$ cat src/design/cpu_settings.svh
`ifndef CPU_SETTINGS_SVH
`define CPU_SETTINGS_SVH

// Instruction word layout
`define INSTR_WIDTH 32
`define OPCODE_WIDTH 6
`define FUNCT_WIDTH 6

// Memory lanes
`define BYTE_EN_WIDTH 4

// ALU control code
`define ALU_OP_WIDTH 5

`endif

$ cat src/design/ctrlPkg.sv
`include "cpu_settings.svh"

package ctrlPkg;

  typedef enum logic [2:0] {
    sHalted    = 3'd0,
    sFetch     = 3'd1,
    sFetchWait = 3'd2,
    sDecode    = 3'd3,
    sExec1     = 3'd4,
    sExec2     = 3'd5,
    sExec3     = 3'd6
  } state_t;

  // Codes understood by the existing ALU
  typedef enum logic [`ALU_OP_WIDTH-1:0] {
    opAnd        = 5'd0,
    opOr         = 5'd1,
    opAdd        = 5'd2,
    opXor        = 5'd3,
    opGtz        = 5'd7,
    opEq         = 5'd10,
    opPassB      = 5'd11,
    opLez        = 5'd12,
    opBranchAdd  = 5'd13,
    opPassA      = 5'd14,
    opFunct      = 5'd15,
    opJumpTarget = 5'd17,
    opUpper      = 5'd20
  } aluOp_t;

  typedef enum logic [1:0] {srcReg, srcFour, srcImm, srcImmShifted} srcB_t;

  typedef enum logic [1:0] {
    extZero       = 2'b00,
    extByteSigned = 2'b10,
    extHalfSigned = 2'b11
  } loadExt_t;

endpackage

$ cat src/design/isaPkg.sv
`include "cpu_settings.svh"

package isaPkg;

  // Primary opcodes of the kept instructions
  typedef enum logic [`OPCODE_WIDTH-1:0] {
    ocSpecial = 6'b000000,
    ocJ       = 6'b000010,
    ocJal     = 6'b000011,
    ocBeq     = 6'b000100,
    ocBne     = 6'b000101,
    ocBlez    = 6'b000110,
    ocBgtz    = 6'b000111,
    ocAddiu   = 6'b001001,
    ocAndi    = 6'b001100,
    ocOri     = 6'b001101,
    ocXori    = 6'b001110,
    ocLui     = 6'b001111,
    ocLb      = 6'b100000,
    ocLh      = 6'b100001,
    ocLw      = 6'b100011,
    ocLbu     = 6'b100100,
    ocLhu     = 6'b100101,
    ocSw      = 6'b101011
  } opcode_t;

  typedef enum logic [`FUNCT_WIDTH-1:0] {
    fnJr   = 6'b001000,
    fnAddu = 6'b100001,
    fnAnd  = 6'b100100,
    fnOr   = 6'b100101
  } funct_t;

  typedef enum logic [2:0] {
    clsRAlu, clsJumpReg, clsImmAlu, clsLoad,
    clsStore, clsBranch, clsJump, clsIllegal
  } instrClass_t;

  // Ordered like the low two bits of the branch opcodes
  typedef enum logic [1:0] {brBeq, brBne, brBlez, brBgtz} branchKind_t;

endpackage

$ cat src/design/branchResolver.sv
`timescale 1ns/1ps

module branchResolver (
  input  logic clk,
  input  logic rstN,
  input  logic aluFlag,
  input  ctrlPkg::state_t state,
  input  isaPkg::instrClass_t instrClass,
  input  isaPkg::branchKind_t branchKind,
  output logic branchPending
);

  logic taken;

  always_comb begin
    case (instrClass)
      isaPkg::clsBranch: begin
        case (branchKind)
          isaPkg::brBeq, isaPkg::brBlez: taken = aluFlag;
          default: taken = !aluFlag;
        endcase
      end
      isaPkg::clsJump, isaPkg::clsJumpReg: taken = 1'b1;
      default: taken = 1'b0;
    endcase
  end

  // Last sample in sExec1 steers the next fetch
  always_ff @(posedge clk) begin
    if (!rstN) begin
      branchPending <= 1'b0;
    end else if (state == ctrlPkg::sExec1) begin
      branchPending <= taken;
    end
  end

endmodule

$ cat src/design/controlUnit.sv
`timescale 1ns/1ps
`include "cpu_settings.svh"

module controlUnit (
  input  logic clk,
  input  logic rstN,
  input  logic run,
  input  logic [`INSTR_WIDTH-1:0] instr,
  input  logic waitrequest,
  input  logic aluBusy,
  input  logic aluFlag,
  input  logic pcIsZero,
  output logic active,
  output logic pcWrite,
  output logic pcSrc,
  output logic irWrite,
  output logic iorD,
  output logic memRead,
  output logic memWrite,
  output logic [`BYTE_EN_WIDTH-1:0] byteEnable,
  output ctrlPkg::loadExt_t loadExtend,
  output logic regWrite,
  output logic regDst,
  output logic memToReg,
  output logic link,
  output logic aluSrcA,
  output ctrlPkg::srcB_t aluSrcB,
  output ctrlPkg::aluOp_t aluOp,
  output logic aluBypass,
  output logic extSel
);

  // Decoded instruction attributes
  isaPkg::instrClass_t instrClass;
  isaPkg::branchKind_t branchKind;
  logic [1:0] execStages;
  logic [`BYTE_EN_WIDTH-1:0] byteLanes;
  ctrlPkg::loadExt_t loadKind;
  logic immZeroExt;
  logic isLink;
  ctrlPkg::aluOp_t execOp;

  ctrlPkg::state_t state;
  logic branchPending;

  instrClassifier u_instrClassifier (.*);

  cycleSequencer u_cycleSequencer (.*);

  branchResolver u_branchResolver (.*);

  datapathControl u_datapathControl (.*);

endmodule

$ cat src/design/cycleSequencer.sv
`timescale 1ns/1ps

module cycleSequencer (
  input  logic clk,
  input  logic rstN,
  input  logic run,
  input  logic waitrequest,
  input  logic aluBusy,
  input  logic pcIsZero,
  input  logic [1:0] execStages,
  input  isaPkg::instrClass_t instrClass,
  output ctrlPkg::state_t state,
  output logic active
);

  ctrlPkg::state_t nextState;
  logic memAccess;

  assign memAccess = (instrClass == isaPkg::clsLoad) || (instrClass == isaPkg::clsStore);
  assign active = (state != ctrlPkg::sHalted);

  always_comb begin
    nextState = state;
    case (state)
      ctrlPkg::sHalted: begin
        if (run) begin
          nextState = ctrlPkg::sFetch;
        end
      end
      ctrlPkg::sFetch, ctrlPkg::sFetchWait:
        nextState = waitrequest ? ctrlPkg::sFetchWait : ctrlPkg::sDecode;
      ctrlPkg::sDecode: nextState = ctrlPkg::sExec1;
      ctrlPkg::sExec1: begin
        if (!aluBusy) begin
          nextState = (execStages == 2'd1) ? ctrlPkg::sFetch : ctrlPkg::sExec2;
        end
      end
      ctrlPkg::sExec2: begin
        // Only a data access waits on memory here
        if (!(memAccess && waitrequest)) begin
          nextState = (execStages == 2'd2) ? ctrlPkg::sFetch : ctrlPkg::sExec3;
        end
      end
      ctrlPkg::sExec3: nextState = ctrlPkg::sFetch;
      default: nextState = ctrlPkg::sHalted;
    endcase
    // PC of zero ends the program
    if (active && pcIsZero) begin
      nextState = ctrlPkg::sHalted;
    end
  end

  always_ff @(posedge clk) begin
    if (!rstN) begin
      state <= ctrlPkg::sHalted;
    end else begin
      state <= nextState;
    end
  end

endmodule

$ cat src/design/datapathControl.sv
`timescale 1ns/1ps
`include "cpu_settings.svh"

module datapathControl (
  input  ctrlPkg::state_t state,
  input  isaPkg::instrClass_t instrClass,
  input  logic [`BYTE_EN_WIDTH-1:0] byteLanes,
  input  ctrlPkg::loadExt_t loadKind,
  input  logic immZeroExt,
  input  logic isLink,
  input  logic branchPending,
  input  ctrlPkg::aluOp_t execOp,
  output logic pcWrite,
  output logic irWrite,
  output logic iorD,
  output logic memRead,
  output logic memWrite,
  output logic [`BYTE_EN_WIDTH-1:0] byteEnable,
  output ctrlPkg::loadExt_t loadExtend,
  output logic regWrite,
  output logic regDst,
  output logic memToReg,
  output logic link,
  output logic aluSrcA,
  output ctrlPkg::srcB_t aluSrcB,
  output ctrlPkg::aluOp_t aluOp,
  output logic aluBypass,
  output logic extSel,
  output logic pcSrc
);

  always_comb begin
    pcWrite = 1'b0;
    irWrite = 1'b0;
    iorD = 1'b0;
    memRead = 1'b0;
    memWrite = 1'b0;
    byteEnable = '0;
    loadExtend = ctrlPkg::extZero;
    regWrite = 1'b0;
    regDst = 1'b0;
    memToReg = 1'b0;
    link = 1'b0;
    aluSrcA = 1'b0;
    aluSrcB = ctrlPkg::srcReg;
    aluOp = ctrlPkg::opAnd;
    aluBypass = 1'b0;
    extSel = 1'b0;
    pcSrc = 1'b0;
    case (state)
      ctrlPkg::sFetch: begin
        pcWrite = 1'b1;
        memRead = 1'b1;
        byteEnable = '1;
        pcSrc = branchPending;
        // PC + 4 unless a taken branch supplies the target
        aluSrcB = ctrlPkg::srcFour;
        aluOp = ctrlPkg::opAdd;
      end
      ctrlPkg::sFetchWait: begin
        memRead = 1'b1;
        byteEnable = '1;
      end
      ctrlPkg::sDecode: begin
        irWrite = 1'b1;
        aluSrcB = ctrlPkg::srcImmShifted;
        if (instrClass == isaPkg::clsJump) begin
          extSel = 1'b1;
          aluOp = ctrlPkg::opPassB;
        end else begin
          aluOp = ctrlPkg::opBranchAdd;
        end
      end
      ctrlPkg::sExec1: begin
        aluOp = execOp;
        case (instrClass)
          isaPkg::clsRAlu, isaPkg::clsJumpReg: aluSrcA = 1'b1;
          isaPkg::clsBranch: begin
            aluSrcA = 1'b1;
            aluBypass = 1'b1;
          end
          isaPkg::clsImmAlu, isaPkg::clsLoad, isaPkg::clsStore: begin
            aluSrcA = 1'b1;
            aluSrcB = ctrlPkg::srcImm;
            extSel = (instrClass == isaPkg::clsImmAlu) && immZeroExt;
          end
          isaPkg::clsJump: begin
            // JAL saves PC + 4, J builds the jump target
            extSel = 1'b1;
            link = isLink;
            aluSrcB = isLink ? ctrlPkg::srcFour : ctrlPkg::srcImmShifted;
          end
          default: aluOp = ctrlPkg::opAnd;
        endcase
      end
      ctrlPkg::sExec2: begin
        case (instrClass)
          isaPkg::clsRAlu, isaPkg::clsImmAlu: begin
            aluBypass = 1'b1;
            regWrite = 1'b1;
            regDst = (instrClass == isaPkg::clsRAlu);
            memToReg = 1'b1;
          end
          isaPkg::clsLoad: begin
            iorD = 1'b1;
            memRead = 1'b1;
            byteEnable = byteLanes;
            loadExtend = loadKind;
            aluBypass = 1'b1;
          end
          isaPkg::clsStore: begin
            iorD = 1'b1;
            memWrite = 1'b1;
            byteEnable = '1;
          end
          default: regWrite = 1'b0;
        endcase
      end
      // Load writeback from the data register
      ctrlPkg::sExec3: regWrite = (instrClass == isaPkg::clsLoad);
      default: pcWrite = 1'b0;
    endcase
  end

endmodule

$ cat src/design/instrClassifier.sv
`timescale 1ns/1ps
`include "cpu_settings.svh"

module instrClassifier (
  input  logic [`INSTR_WIDTH-1:0] instr,
  output isaPkg::instrClass_t instrClass,
  output isaPkg::branchKind_t branchKind,
  output logic [1:0] execStages,
  output logic [`BYTE_EN_WIDTH-1:0] byteLanes,
  output ctrlPkg::loadExt_t loadKind,
  output logic immZeroExt,
  output logic isLink,
  output ctrlPkg::aluOp_t execOp
);

  logic [`OPCODE_WIDTH-1:0] opcode;
  logic [`FUNCT_WIDTH-1:0] funct;

  assign opcode = instr[`INSTR_WIDTH-1 -: `OPCODE_WIDTH];
  assign funct = instr[`FUNCT_WIDTH-1:0];

  always_comb begin
    instrClass = isaPkg::clsIllegal;
    branchKind = isaPkg::branchKind_t'(opcode[1:0]);
    byteLanes = '0;
    loadKind = ctrlPkg::extZero;
    immZeroExt = 1'b0;
    isLink = 1'b0;
    execOp = ctrlPkg::opAdd;
    case (opcode)
      isaPkg::ocSpecial: begin
        case (funct)
          isaPkg::fnAddu, isaPkg::fnAnd, isaPkg::fnOr: begin
            instrClass = isaPkg::clsRAlu;
            execOp = ctrlPkg::opFunct;
          end
          isaPkg::fnJr: begin
            instrClass = isaPkg::clsJumpReg;
            execOp = ctrlPkg::opPassA;
          end
          default: instrClass = isaPkg::clsIllegal;
        endcase
      end
      isaPkg::ocAddiu: instrClass = isaPkg::clsImmAlu;
      isaPkg::ocAndi: begin
        instrClass = isaPkg::clsImmAlu;
        immZeroExt = 1'b1;
        execOp = ctrlPkg::opAnd;
      end
      isaPkg::ocOri: begin
        instrClass = isaPkg::clsImmAlu;
        immZeroExt = 1'b1;
        execOp = ctrlPkg::opOr;
      end
      isaPkg::ocXori: begin
        instrClass = isaPkg::clsImmAlu;
        immZeroExt = 1'b1;
        execOp = ctrlPkg::opXor;
      end
      isaPkg::ocLui: begin
        instrClass = isaPkg::clsImmAlu;
        execOp = ctrlPkg::opUpper;
      end
      isaPkg::ocLw, isaPkg::ocLh, isaPkg::ocLhu, isaPkg::ocLb, isaPkg::ocLbu: begin
        instrClass = isaPkg::clsLoad;
        // Access width sits in the low opcode bits, bit 2 marks unsigned
        byteLanes = (opcode[1:0] == 2'b00) ? 4'b0001 :
                    (opcode[1:0] == 2'b01) ? 4'b0011 : 4'b1111;
        if (!opcode[2] && !opcode[1]) begin
          loadKind = opcode[0] ? ctrlPkg::extHalfSigned : ctrlPkg::extByteSigned;
        end
      end
      isaPkg::ocSw: instrClass = isaPkg::clsStore;
      isaPkg::ocBeq, isaPkg::ocBne, isaPkg::ocBlez, isaPkg::ocBgtz: begin
        instrClass = isaPkg::clsBranch;
        execOp = !opcode[1] ? ctrlPkg::opEq :
                 opcode[0] ? ctrlPkg::opGtz : ctrlPkg::opLez;
      end
      isaPkg::ocJ: begin
        instrClass = isaPkg::clsJump;
        execOp = ctrlPkg::opJumpTarget;
      end
      isaPkg::ocJal: begin
        instrClass = isaPkg::clsJump;
        isLink = 1'b1;
      end
      default: instrClass = isaPkg::clsIllegal;
    endcase
  end

  always_comb begin
    case (instrClass)
      isaPkg::clsLoad: execStages = 2'd3;
      isaPkg::clsRAlu, isaPkg::clsImmAlu, isaPkg::clsStore: execStages = 2'd2;
      // Branches, jumps and the idle stage of an illegal word
      default: execStages = 2'd1;
    endcase
  end

endmodule

$ cat config.mk
export PLATFORM = sky130hd
export DESIGN_NAME = controlUnit
export DESIGN_NICKNAME = d
export VERILOG_FILES = /design/src/design/ctrlPkg.sv /design/src/design/isaPkg.sv /design/src/design/branchResolver.sv /design/src/design/controlUnit.sv /design/src/design/cycleSequencer.sv /design/src/design/datapathControl.sv /design/src/design/instrClassifier.sv
export VERILOG_INCLUDE_DIRS = /design/src /design/src/design
export SDC_FILE = /design/constraint.sdc
export NUM_CORES = 1
export LEC_CHECK = 0
export BUFFER_PORTS_ARGS = -buffer_cell sky130_fd_sc_hd__buf_2
export CORE_ASPECT_RATIO = 1.4
export CORE_MARGIN = 4
export CORE_UTILIZATION = 40
export CTS_CLUSTER_DIAMETER = 150
export CTS_CLUSTER_SIZE = 25
export DETAILED_ROUTE_END_ITERATION = 16
export GPL_ROUTABILITY_DRIVEN = 0
export PLACE_DENSITY = 0.79
export SLEW_MARGIN = 20
export SYNTH_ARGS = -nofsm -noshare
export SYNTH_HDL_FRONTEND = slang
export SYNTH_HIERARCHICAL = 1
export SYNTH_SLANG_ARGS = --single-unit
$ cat constraint.sdc
create_clock -name clk -period 2.9 [get_ports clk]
set_input_delay 0.435 -clock clk [delete_from_list [all_inputs] [get_ports clk]]
set_output_delay 0.435 -clock clk [all_outputs]
set_load 0.01 [all_outputs]
==> impl_metrics.ini, run 1 <==
[critical_path]
startpoint = instr[29]
r2r-end = u_cycleSequencer/state[1]$_SDFFE_PP0P_
arrival_ps = 2320
endpoint_kind = output pin
critPathMaxFanout = 15
timing.rr.start = u_cycleSequencer/state[0]$_SDFFE_PP0P_
critPathLaunchType = primary input
required_ps = 2470
r2r_slack_ps = 1330
r2r_cells = 4
criticalPathCategory = primary input to output pin

[detailed_routing]
viasPerCell = 5.56
dr.first_iter.drc_count = 50
drt_wl_total_mm = 3.41
vias = 1480
antenna_left = 0
wl_per_cell_um = 12.8
firstDrtPassIters = 4
drcViolationCount = 0

[floorplan]
die_x_um = 55.2
pin_count = 66
die_y_um = 74.0
initial_utilization_pct = 42.4
rows = 23
core_mm2 = 0.00294
die_area_mm2 = 0.00408

[synth]
syn_avg_cell_area_um2 = 6.69
synth_fp_nets = 225
syn_area_mm2 = 0.00124
yosys_warnings = 6
syn_inst = 186

[clock_tree]
cts.path.max_buffers = 2
htreeDepth = 1
cts_tree = yes
insertion_delay_ps = 210
clock_sinks = 4
clk_pin_slew_ps = 30
cts_hold_buf = 0
clock-root-buffer = clkbuf_8
numCtsBuffers = 3

[finish]
layout_commonest_cell = buf_2
drive_gt1_share_pct = 33.2
area_growth_pct = 24.0
num_antenna_cells = 0
nets = 270
finish.utilization_pct = 52.6
mostFrequentLayoutCells = buf_2 (44), a21oi_1 (18), nor2_1 (17)

[sta]
maxSlewViolCount = 0
grt_setup_unrepaired = no
setup_viol = 0
fin_hold_ws_ps = 485
fmax_ghz = 0.363
min_period_ps = 2750
finalCritPeriodShare_pct = 94.9
maxSlewHeadroom_pct = 55.7
fin_worst_skew_ps = 3.28
hold_viol = 0
worst_slack_ps = 148
final.setup.tns_ps = 0
tightestPinTransition_ps = 664

[power_and_ir_drop]
p_leak_nw = 0.769
peakVddDrop_v = 0.000430
power.density_mw_per_mm2 = 450

[grt]
grt_overflow_total = 0
grt_pass1_wl_mm = 5.61
grt_max_degree = 20
grt_pass1_vias = 1358
antenna_found_initial = 0
grt_usage_pct = 17.6

[hold_path]
hp-start = rstN
hold_class = primary input to register
holdPathEnd = u_cycleSequencer/state[2]$_SDFFE_PP0P_
whs_path_depth = 3

[placement]
port_buffers = 45
pre_cts_slack_ps = 161
dpl.hpwl_mm = 2.61

[run]
drv_cap = 0

[run_status]
status = complete, no violations
==> state kept, by name (all words and copies together), names as in the netlist <==
name and count:
u_cycleSequencer/state 3, u_branchResolver/branchPending 1
==> power breakdown <==
group          internal (mW)  switching (mW)  total (mW)
clock                 0.0882          0.0261       0.114
combinational          0.215           0.241       0.456
sequential            0.0674          0.0568       0.124
==> per-stage QoR <==
| stage | power, mW | cell area [um2] | cells |
|---|---|---|---|
| global placement | 0.560 | 1480 | 262 |
| finish | 0.694 | 1540 | 266 |
| floorplan | 0.438 | 1240 | 186 |
| CTS | 0.691 | 1520 | 265 |
| global route | 0.762 | 1540 | 266 |
| detailed placement | 0.572 | 1480 | 262 |
==> how the worst max path moves through the flow <==
stage	to	depth (start not counted)
4_1_cts	byteEnable[2]	9
6_report	aluBypass	10
2_1_floorplan	aluBypass	9
3_5_place_dp	byteEnable[2]	9
5_1_grt	byteEnable[3]	9
3_3_place_gp	byteEnable[1]	9
==> critical path, stage by stage <==
cell      delay [ps]
buf_2            190
nor3b_2          200
a221oi_2         300
o21ai_1          130
nand3_1          150
buf_4            170
nor2b_1          140
mux2_2           350
nor2_1           100
buf_2            140
==> metal layers <==
layer,vias to the layer above,routed length [um],global-route usage [%]
li1,751,-,-
met1,681,1450,21.2
met2,42,1730,32.5
met3,6,174,1.40
met4,0,48,4.32
met5,-,0,0
==> cell type report <==
cell class | instances | area [um2]
Tap cell | 37 | 46.3
Timing Repair Buffer | 57 | 318
Sequential cell | 4 | 80.1
Multi-Input combinational cell | 161 | 1040
Inverter | 4 | 15.0
Fill cell | 329 | 1390
Clock buffer | 3 | 41.3
==> timing repair <==
action	in CTS	in global routing
endpoints found under the setup margin	0	6
setup buffers	0	1
gates resized for setup	0	6
Note: power is estimated with default switching activity, not from simulation.
==> run 2, diff against run 1 <==
--- a/config.mk
+++ b/config.mk
@@ -8,7 +8,6 @@
 export LEC_CHECK = 0
 export BUFFER_PORTS_ARGS = -buffer_cell sky130_fd_sc_hd__buf_2
 export CORE_ASPECT_RATIO = 1.4
-export CORE_MARGIN = 4
 export CORE_UTILIZATION = 40
 export CTS_CLUSTER_DIAMETER = 150
 export CTS_CLUSTER_SIZE = 25
==> impl_metrics.ini, run 2 (synthesis results as in run 1) <==
[run_status]
status = complete, no violations

[clock_tree]
clk_pin_slew_ps = 30
cts_tree = yes
insertion_delay_ps = 220
numCtsBuffers = 3
clock-root-buffer = clkbuf_8
cts.path.max_buffers = 2
htreeDepth = 1
clock_sinks = 4

[sta]
setup_viol = 0
maxSlewHeadroom_pct = 56.4
min_period_ps = 2710
tightestPinTransition_ps = 654
hold_viol = 0
grt_setup_unrepaired = no
fmax_ghz = 0.369
maxSlewViolCount = 0
finalCritPeriodShare_pct = 93.5
fin_worst_skew_ps = 3.79
final.setup.tns_ps = 0

[floorplan]
initial_utilization_pct = 42.8
die_y_um = 68.0
pin_count = 66
rows = 23
die_area_mm2 = 0.00334
core_mm2 = 0.00291
die_x_um = 49.2

[grt]
grt_overflow_total = 0
grt_max_degree = 20
antenna_found_initial = 0
grt_usage_pct = 19.8
grt_pass1_vias = 1309
grt_pass1_wl_mm = 5.31

[detailed_routing]
antenna_left = 0
viasPerCell = 5.56
vias = 1468
dr.first_iter.drc_count = 45
firstDrtPassIters = 5
drt_wl_total_mm = 3.25
drcViolationCount = 0
wl_per_cell_um = 12.3

[placement]
dpl.hpwl_mm = 2.51
port_buffers = 45
placed_cells = 261

[power_and_ir_drop]
power.density_mw_per_mm2 = 454
p_comb_share_pct = 64.5
p_leak_nw = 0.759
clkPwrFrac_pct = 17.5
p_int_mw = 0.368
power.switching_mw = 0.319
seq_power_share_pct = 17.9
peakVddDrop_v = 0.000433
swShare_pct = 46.5

[finish]
area.sequential_um2 = 80.1
final_cells = 264
largest_register_ffs = 3
mostFrequentLayoutCells = buf_2 (45), a21oi_1 (18), nor2_1 (18)
num_antenna_cells = 0
layout_commonest_cell = buf_2
nets = 268
nFillCells = 311
top_register = u_cycleSequencer/state
multiInputGateArea_mm2 = 0.00103
drive_gt1_share_pct = 31.7
finish.utilization_pct = 52.0
top_regs = u_cycleSequencer/state: 3 flops, u_branchResolver/branchPending: 1 flops
area_growth_pct = 21.5

[critical_path]
endpoint_kind = output pin
cp_common_cell = buf_2
slowest_stage = or3b_1
cpPeakStageDelay_ps = 430
critPathMaxFanout = 5
arrival_ps = 2280
required_ps = 2470
critPathLaunchType = primary input
criticalPathCategory = primary input to output pin
path_cells = buf_2 > nand2b_1 > nor4_1 > o21ba_1 > nand3_1 > or3b_1 > o22ai_2 > a21o_1 > buf_2

[run]
drv_cap = 0

[hold_path]
hold_class = primary input to register
-- run 2: cell types whose count changed in the layout (fill, tap and decap cells not counted) --
cell	previous run	this run
o21ai_1	4	3
buf_2	44	45
nor2_4	1	0
o21ai_0	6	7
a2bb2oi_1	0	1
buf_4	12	10
a2bb2oi_2	1	0
nor2_1	17	18
clkbuf_4	1	0
-- run 2: routing by layer --
layer	wire [um]	vias to the layer above	GRT usage [%]	part of all wire, %
met5	0	-	0	0
met4	85	0	10.3	2.6
met3	164	8	2.44	5.0
met2	1650	52	37.3	51
met1	1340	658	21.5	41
li1	-	750	-	-
-- run 2: layout make-up --
class,count,area share (%)
Multi-Input combinational cell,161,68.1
Clock buffer,3,2.73
Tap cell,37,3.06
Inverter,4,0.993
Timing Repair Buffer,55,19.9
Sequential cell,4,5.29
-- run 2: metrics by stage --
step / hold slack (ps) / total power [mW] / setup WS (ps) / instance area [um2]
6_report: 487 / 0.687 / 189 / 1510
4_1_cts: 483 / 0.690 / 191 / 1510
3_3_place_gp: 519 / 0.555 / 218 / 1470
5_1_grt: 492 / 0.753 / 36.5 / 1510
3_5_place_dp: 521 / 0.564 / 201 / 1470
2_1_floorplan: 496 / 0.438 / 389 / 1240
-- run 2: power by group through the flow --
stage / Combinational, mW / Sequential [mW] / Clock, mW
2_1_floorplan: 0.352 / 0.0857 / 0
3_3_place_gp: 0.432 / 0.123 / 0
3_5_place_dp: 0.440 / 0.124 / 0
4_1_cts: 0.443 / 0.123 / 0.124
5_1_grt: 0.494 / 0.130 / 0.128
6_report: 0.443 / 0.123 / 0.120
-- run 2: what timing repair did --
action | in CTS | in global routing
gates resized for setup | 0 | 1
setup buffers | 0 | 0
endpoints found under the setup margin | 0 | 2
hold buffers | 0 | 0
-- run 2: path summary, 6_finish.rpt --
path	startpoint	end	slack (ps)	depth (start not counted)
worst max-delay path	instr[3]	byteEnable[2]	190	9
worst min-delay path	rstN	u_cycleSequencer/state[2]$_SDFFE_PP0P_	490	3
worst max register to register	u_cycleSequencer/state[0]$_SDFFE_PP0P_	u_cycleSequencer/state[1]$_SDFFE_PP0P_	1330	4
worst min register to register	u_branchResolver/branchPending$_SDFFE_PN0N_	u_branchResolver/branchPending$_SDFFE_PN0N_	520	1
-- run 2: critical path, delay by kind of cell --
family,cells,cell delay (ps)
AO/OA/AOI/OAI,3,570
buffers and inverters,2,220
AND/OR/NAND/NOR,4,1060
==> run 3, diff against run 2 <==
--- a/config.mk
+++ b/config.mk
@@ -7,13 +7,15 @@
 export NUM_CORES = 1
 export LEC_CHECK = 0
 export BUFFER_PORTS_ARGS = -buffer_cell sky130_fd_sc_hd__buf_2
+export CELL_PAD_IN_SITES_DETAIL_PLACEMENT = 0
+export CELL_PAD_IN_SITES_GLOBAL_PLACEMENT = 1
 export CORE_ASPECT_RATIO = 1.4
-export CORE_UTILIZATION = 40
+export CORE_UTILIZATION = 30
 export CTS_CLUSTER_DIAMETER = 150
 export CTS_CLUSTER_SIZE = 25
 export DETAILED_ROUTE_END_ITERATION = 16
 export GPL_ROUTABILITY_DRIVEN = 0
-export PLACE_DENSITY = 0.79
+export PLACE_DENSITY = 0.87
 export SLEW_MARGIN = 20
 export SYNTH_ARGS = -nofsm -noshare
 export SYNTH_HDL_FRONTEND = slang
==> impl_metrics.ini, run 3 (synthesis results as in run 1) <==
[critical_path]
required_ps = 2470
crit_family = simple AND/OR/NAND/NOR gates
r2r_slack_ps = 1380
critPathLaunchType = primary input
cp_common_cell = buf_2
slowest_stage = mux2_2
timing.rr.start = u_cycleSequencer/state[0]$_SDFFE_PP0P_
cpPeakStageDelay_ps = 340
endpoint_kind = output pin
path_buf_inv = 3
r2r_cells = 4
path_cells = buf_2 > nor3b_2 > a221oi_2 > o21ai_1 > nand3_1 > buf_4 > nor2b_1 > mux2_2 > nor2_1 > buf_2
critPathMaxFanout = 15
arrival_ps = 2290
r2r-end = u_cycleSequencer/state[1]$_SDFFE_PP0P_
criticalPathCategory = primary input to output pin

[power_and_ir_drop]
peakVddDrop_v = 0.000443
power.density_mw_per_mm2 = 456
p_total_mw = 0.687
p_leak_nw = 0.742

[finish]
nets = 264
top_register = u_cycleSequencer/state
final_cells = 266
area_growth_pct = 20.9
drive_gt1_share_pct = 31.4
layout_commonest_cell = buf_2
finish.utilization_pct = 38.1
finalInstanceArea_mm2 = 0.00151
top_regs = u_cycleSequencer/state: 3 flops, u_branchResolver/branchPending: 1 flops
largest_register_ffs = 3
num_antenna_cells = 0
mostFrequentLayoutCells = buf_2 (44), a21oi_1 (18), nor2_1 (17)

[sta]
fmax_ghz = 0.367
worst_slack_ps = 173
final.setup.tns_ps = 0
fin_worst_skew_ps = 2.66
tightestPinTransition_ps = 638
fin_hold_ws_ps = 493
maxSlewHeadroom_pct = 57.4
finalCritPeriodShare_pct = 94.0
maxSlewViolCount = 0
setup_viol = 0
grt_setup_unrepaired = no
min_period_ps = 2730
hold_viol = 0

[clock_tree]
clk_pin_slew_ps = 30
insertion_delay_ps = 210
clock_sinks = 4
numCtsBuffers = 3
cts_setup_buffers = 0
htreeDepth = 1
clock-root-buffer = clkbuf_8
cts.path.max_buffers = 2
cts_tree = yes

[grt]
grt_max_degree = 20
antenna_found_initial = 0
grt_usage_pct = 14.8
grt_overflow_total = 0
grt_pass1_vias = 1301
grt_pass1_wl_mm = 5.52

[detailed_routing]
wl_per_cell_um = 12.1
drt_wl_total_mm = 3.22
viasPerCell = 5.41
dr.first_iter.drc_count = 50
drcViolationCount = 0
vias = 1439
antenna_left = 0
firstDrtPassIters = 4

[floorplan]
pin_count = 66
rows = 27
die_y_um = 78.2
die_x_um = 56.4
initial_utilization_pct = 31.5
core_mm2 = 0.00395
die_area_mm2 = 0.00442

[placement]
dpl.hpwl_mm = 2.46
pre_cts_slack_ps = 126
post_dp_cell_area_mm2 = 0.00145
port_buffers = 45
placed_cells = 263

[hold_path]
hold_class = primary input to register
holdPathEnd = u_cycleSequencer/state[2]$_SDFFE_PP0P_
hp-start = rstN
whs_path_depth = 3

[run_status]
status = complete, no violations

[run]
drv_cap = 0
## run 3: cell count changes in the layout (fill, tap and decap cells not counted)
| cell | change |
|---|---|
| nor2_2 | +1 |
| o22ai_4 | +1 |
| nor2_1 | -1 |
| buf_4 | -4 |
| buf_2 | -1 |
| or3b_4 | +1 |
| o22ai_2 | -1 |
| clkbuf_4 | +1 |
| or3b_1 | -1 |
## run 3: how the worst max path moves through the flow
stage,cells past startpoint,slack [ps],end,start
after CTS,10,110,byteEnable[1],instr[28]
after global routing,10,10,aluBypass,instr[26]
after detailed placement,10,130,byteEnable[1],instr[28]
final,10,170,aluBypass,instr[29]
after global placement,10,160,byteEnable[1],instr[28]
after floorplan,9,390,aluBypass,instr[27]
## run 3: report_power, final
group | internal, mW | switching, mW | leakage [nW]
Combinational | 0.216 | 0.234 | 0.687
Clock | 0.0882 | 0.0254 | 0.0216
Sequential | 0.0674 | 0.0559 | 0.0327
Total | 0.372 | 0.315 | 0.742
## run 3: worst register-to-register path, cell delays in order (launching register included)
cell     delay (ps)
dfxtp_1         720
nor2_1          160
and3_1          230
a21oi_1         140
nor3b_1         190
## run 3: timing repair
action | in CTS | in global routing
resized for setup | 0 | 5
hold buffers | 0 | 0
endpoints found under the setup margin | 0 | 5
hold endpoints to repair | 0 | 0
## run 3: final cells by class
type / count / area (um2)
Fill cell: 445 / 2450
Multi-Input combinational cell: 161 / 1040
Timing Repair Buffer: 51 / 273
Sequential cell: 4 / 80.1
Tap cell: 43 / 53.8
Clock buffer: 3 / 41.3
Inverter: 4 / 15.0
## run 3: per-layer routing
layer  global-route usage, %  vias to the layer above  wire, um
met5                       0                        -         0
met4                    1.22                        0         0
met3                    2.31                        0       186
met2                    28.2                       47      1610
met1                    17.7                      646      1430
li1                        -                      746         -
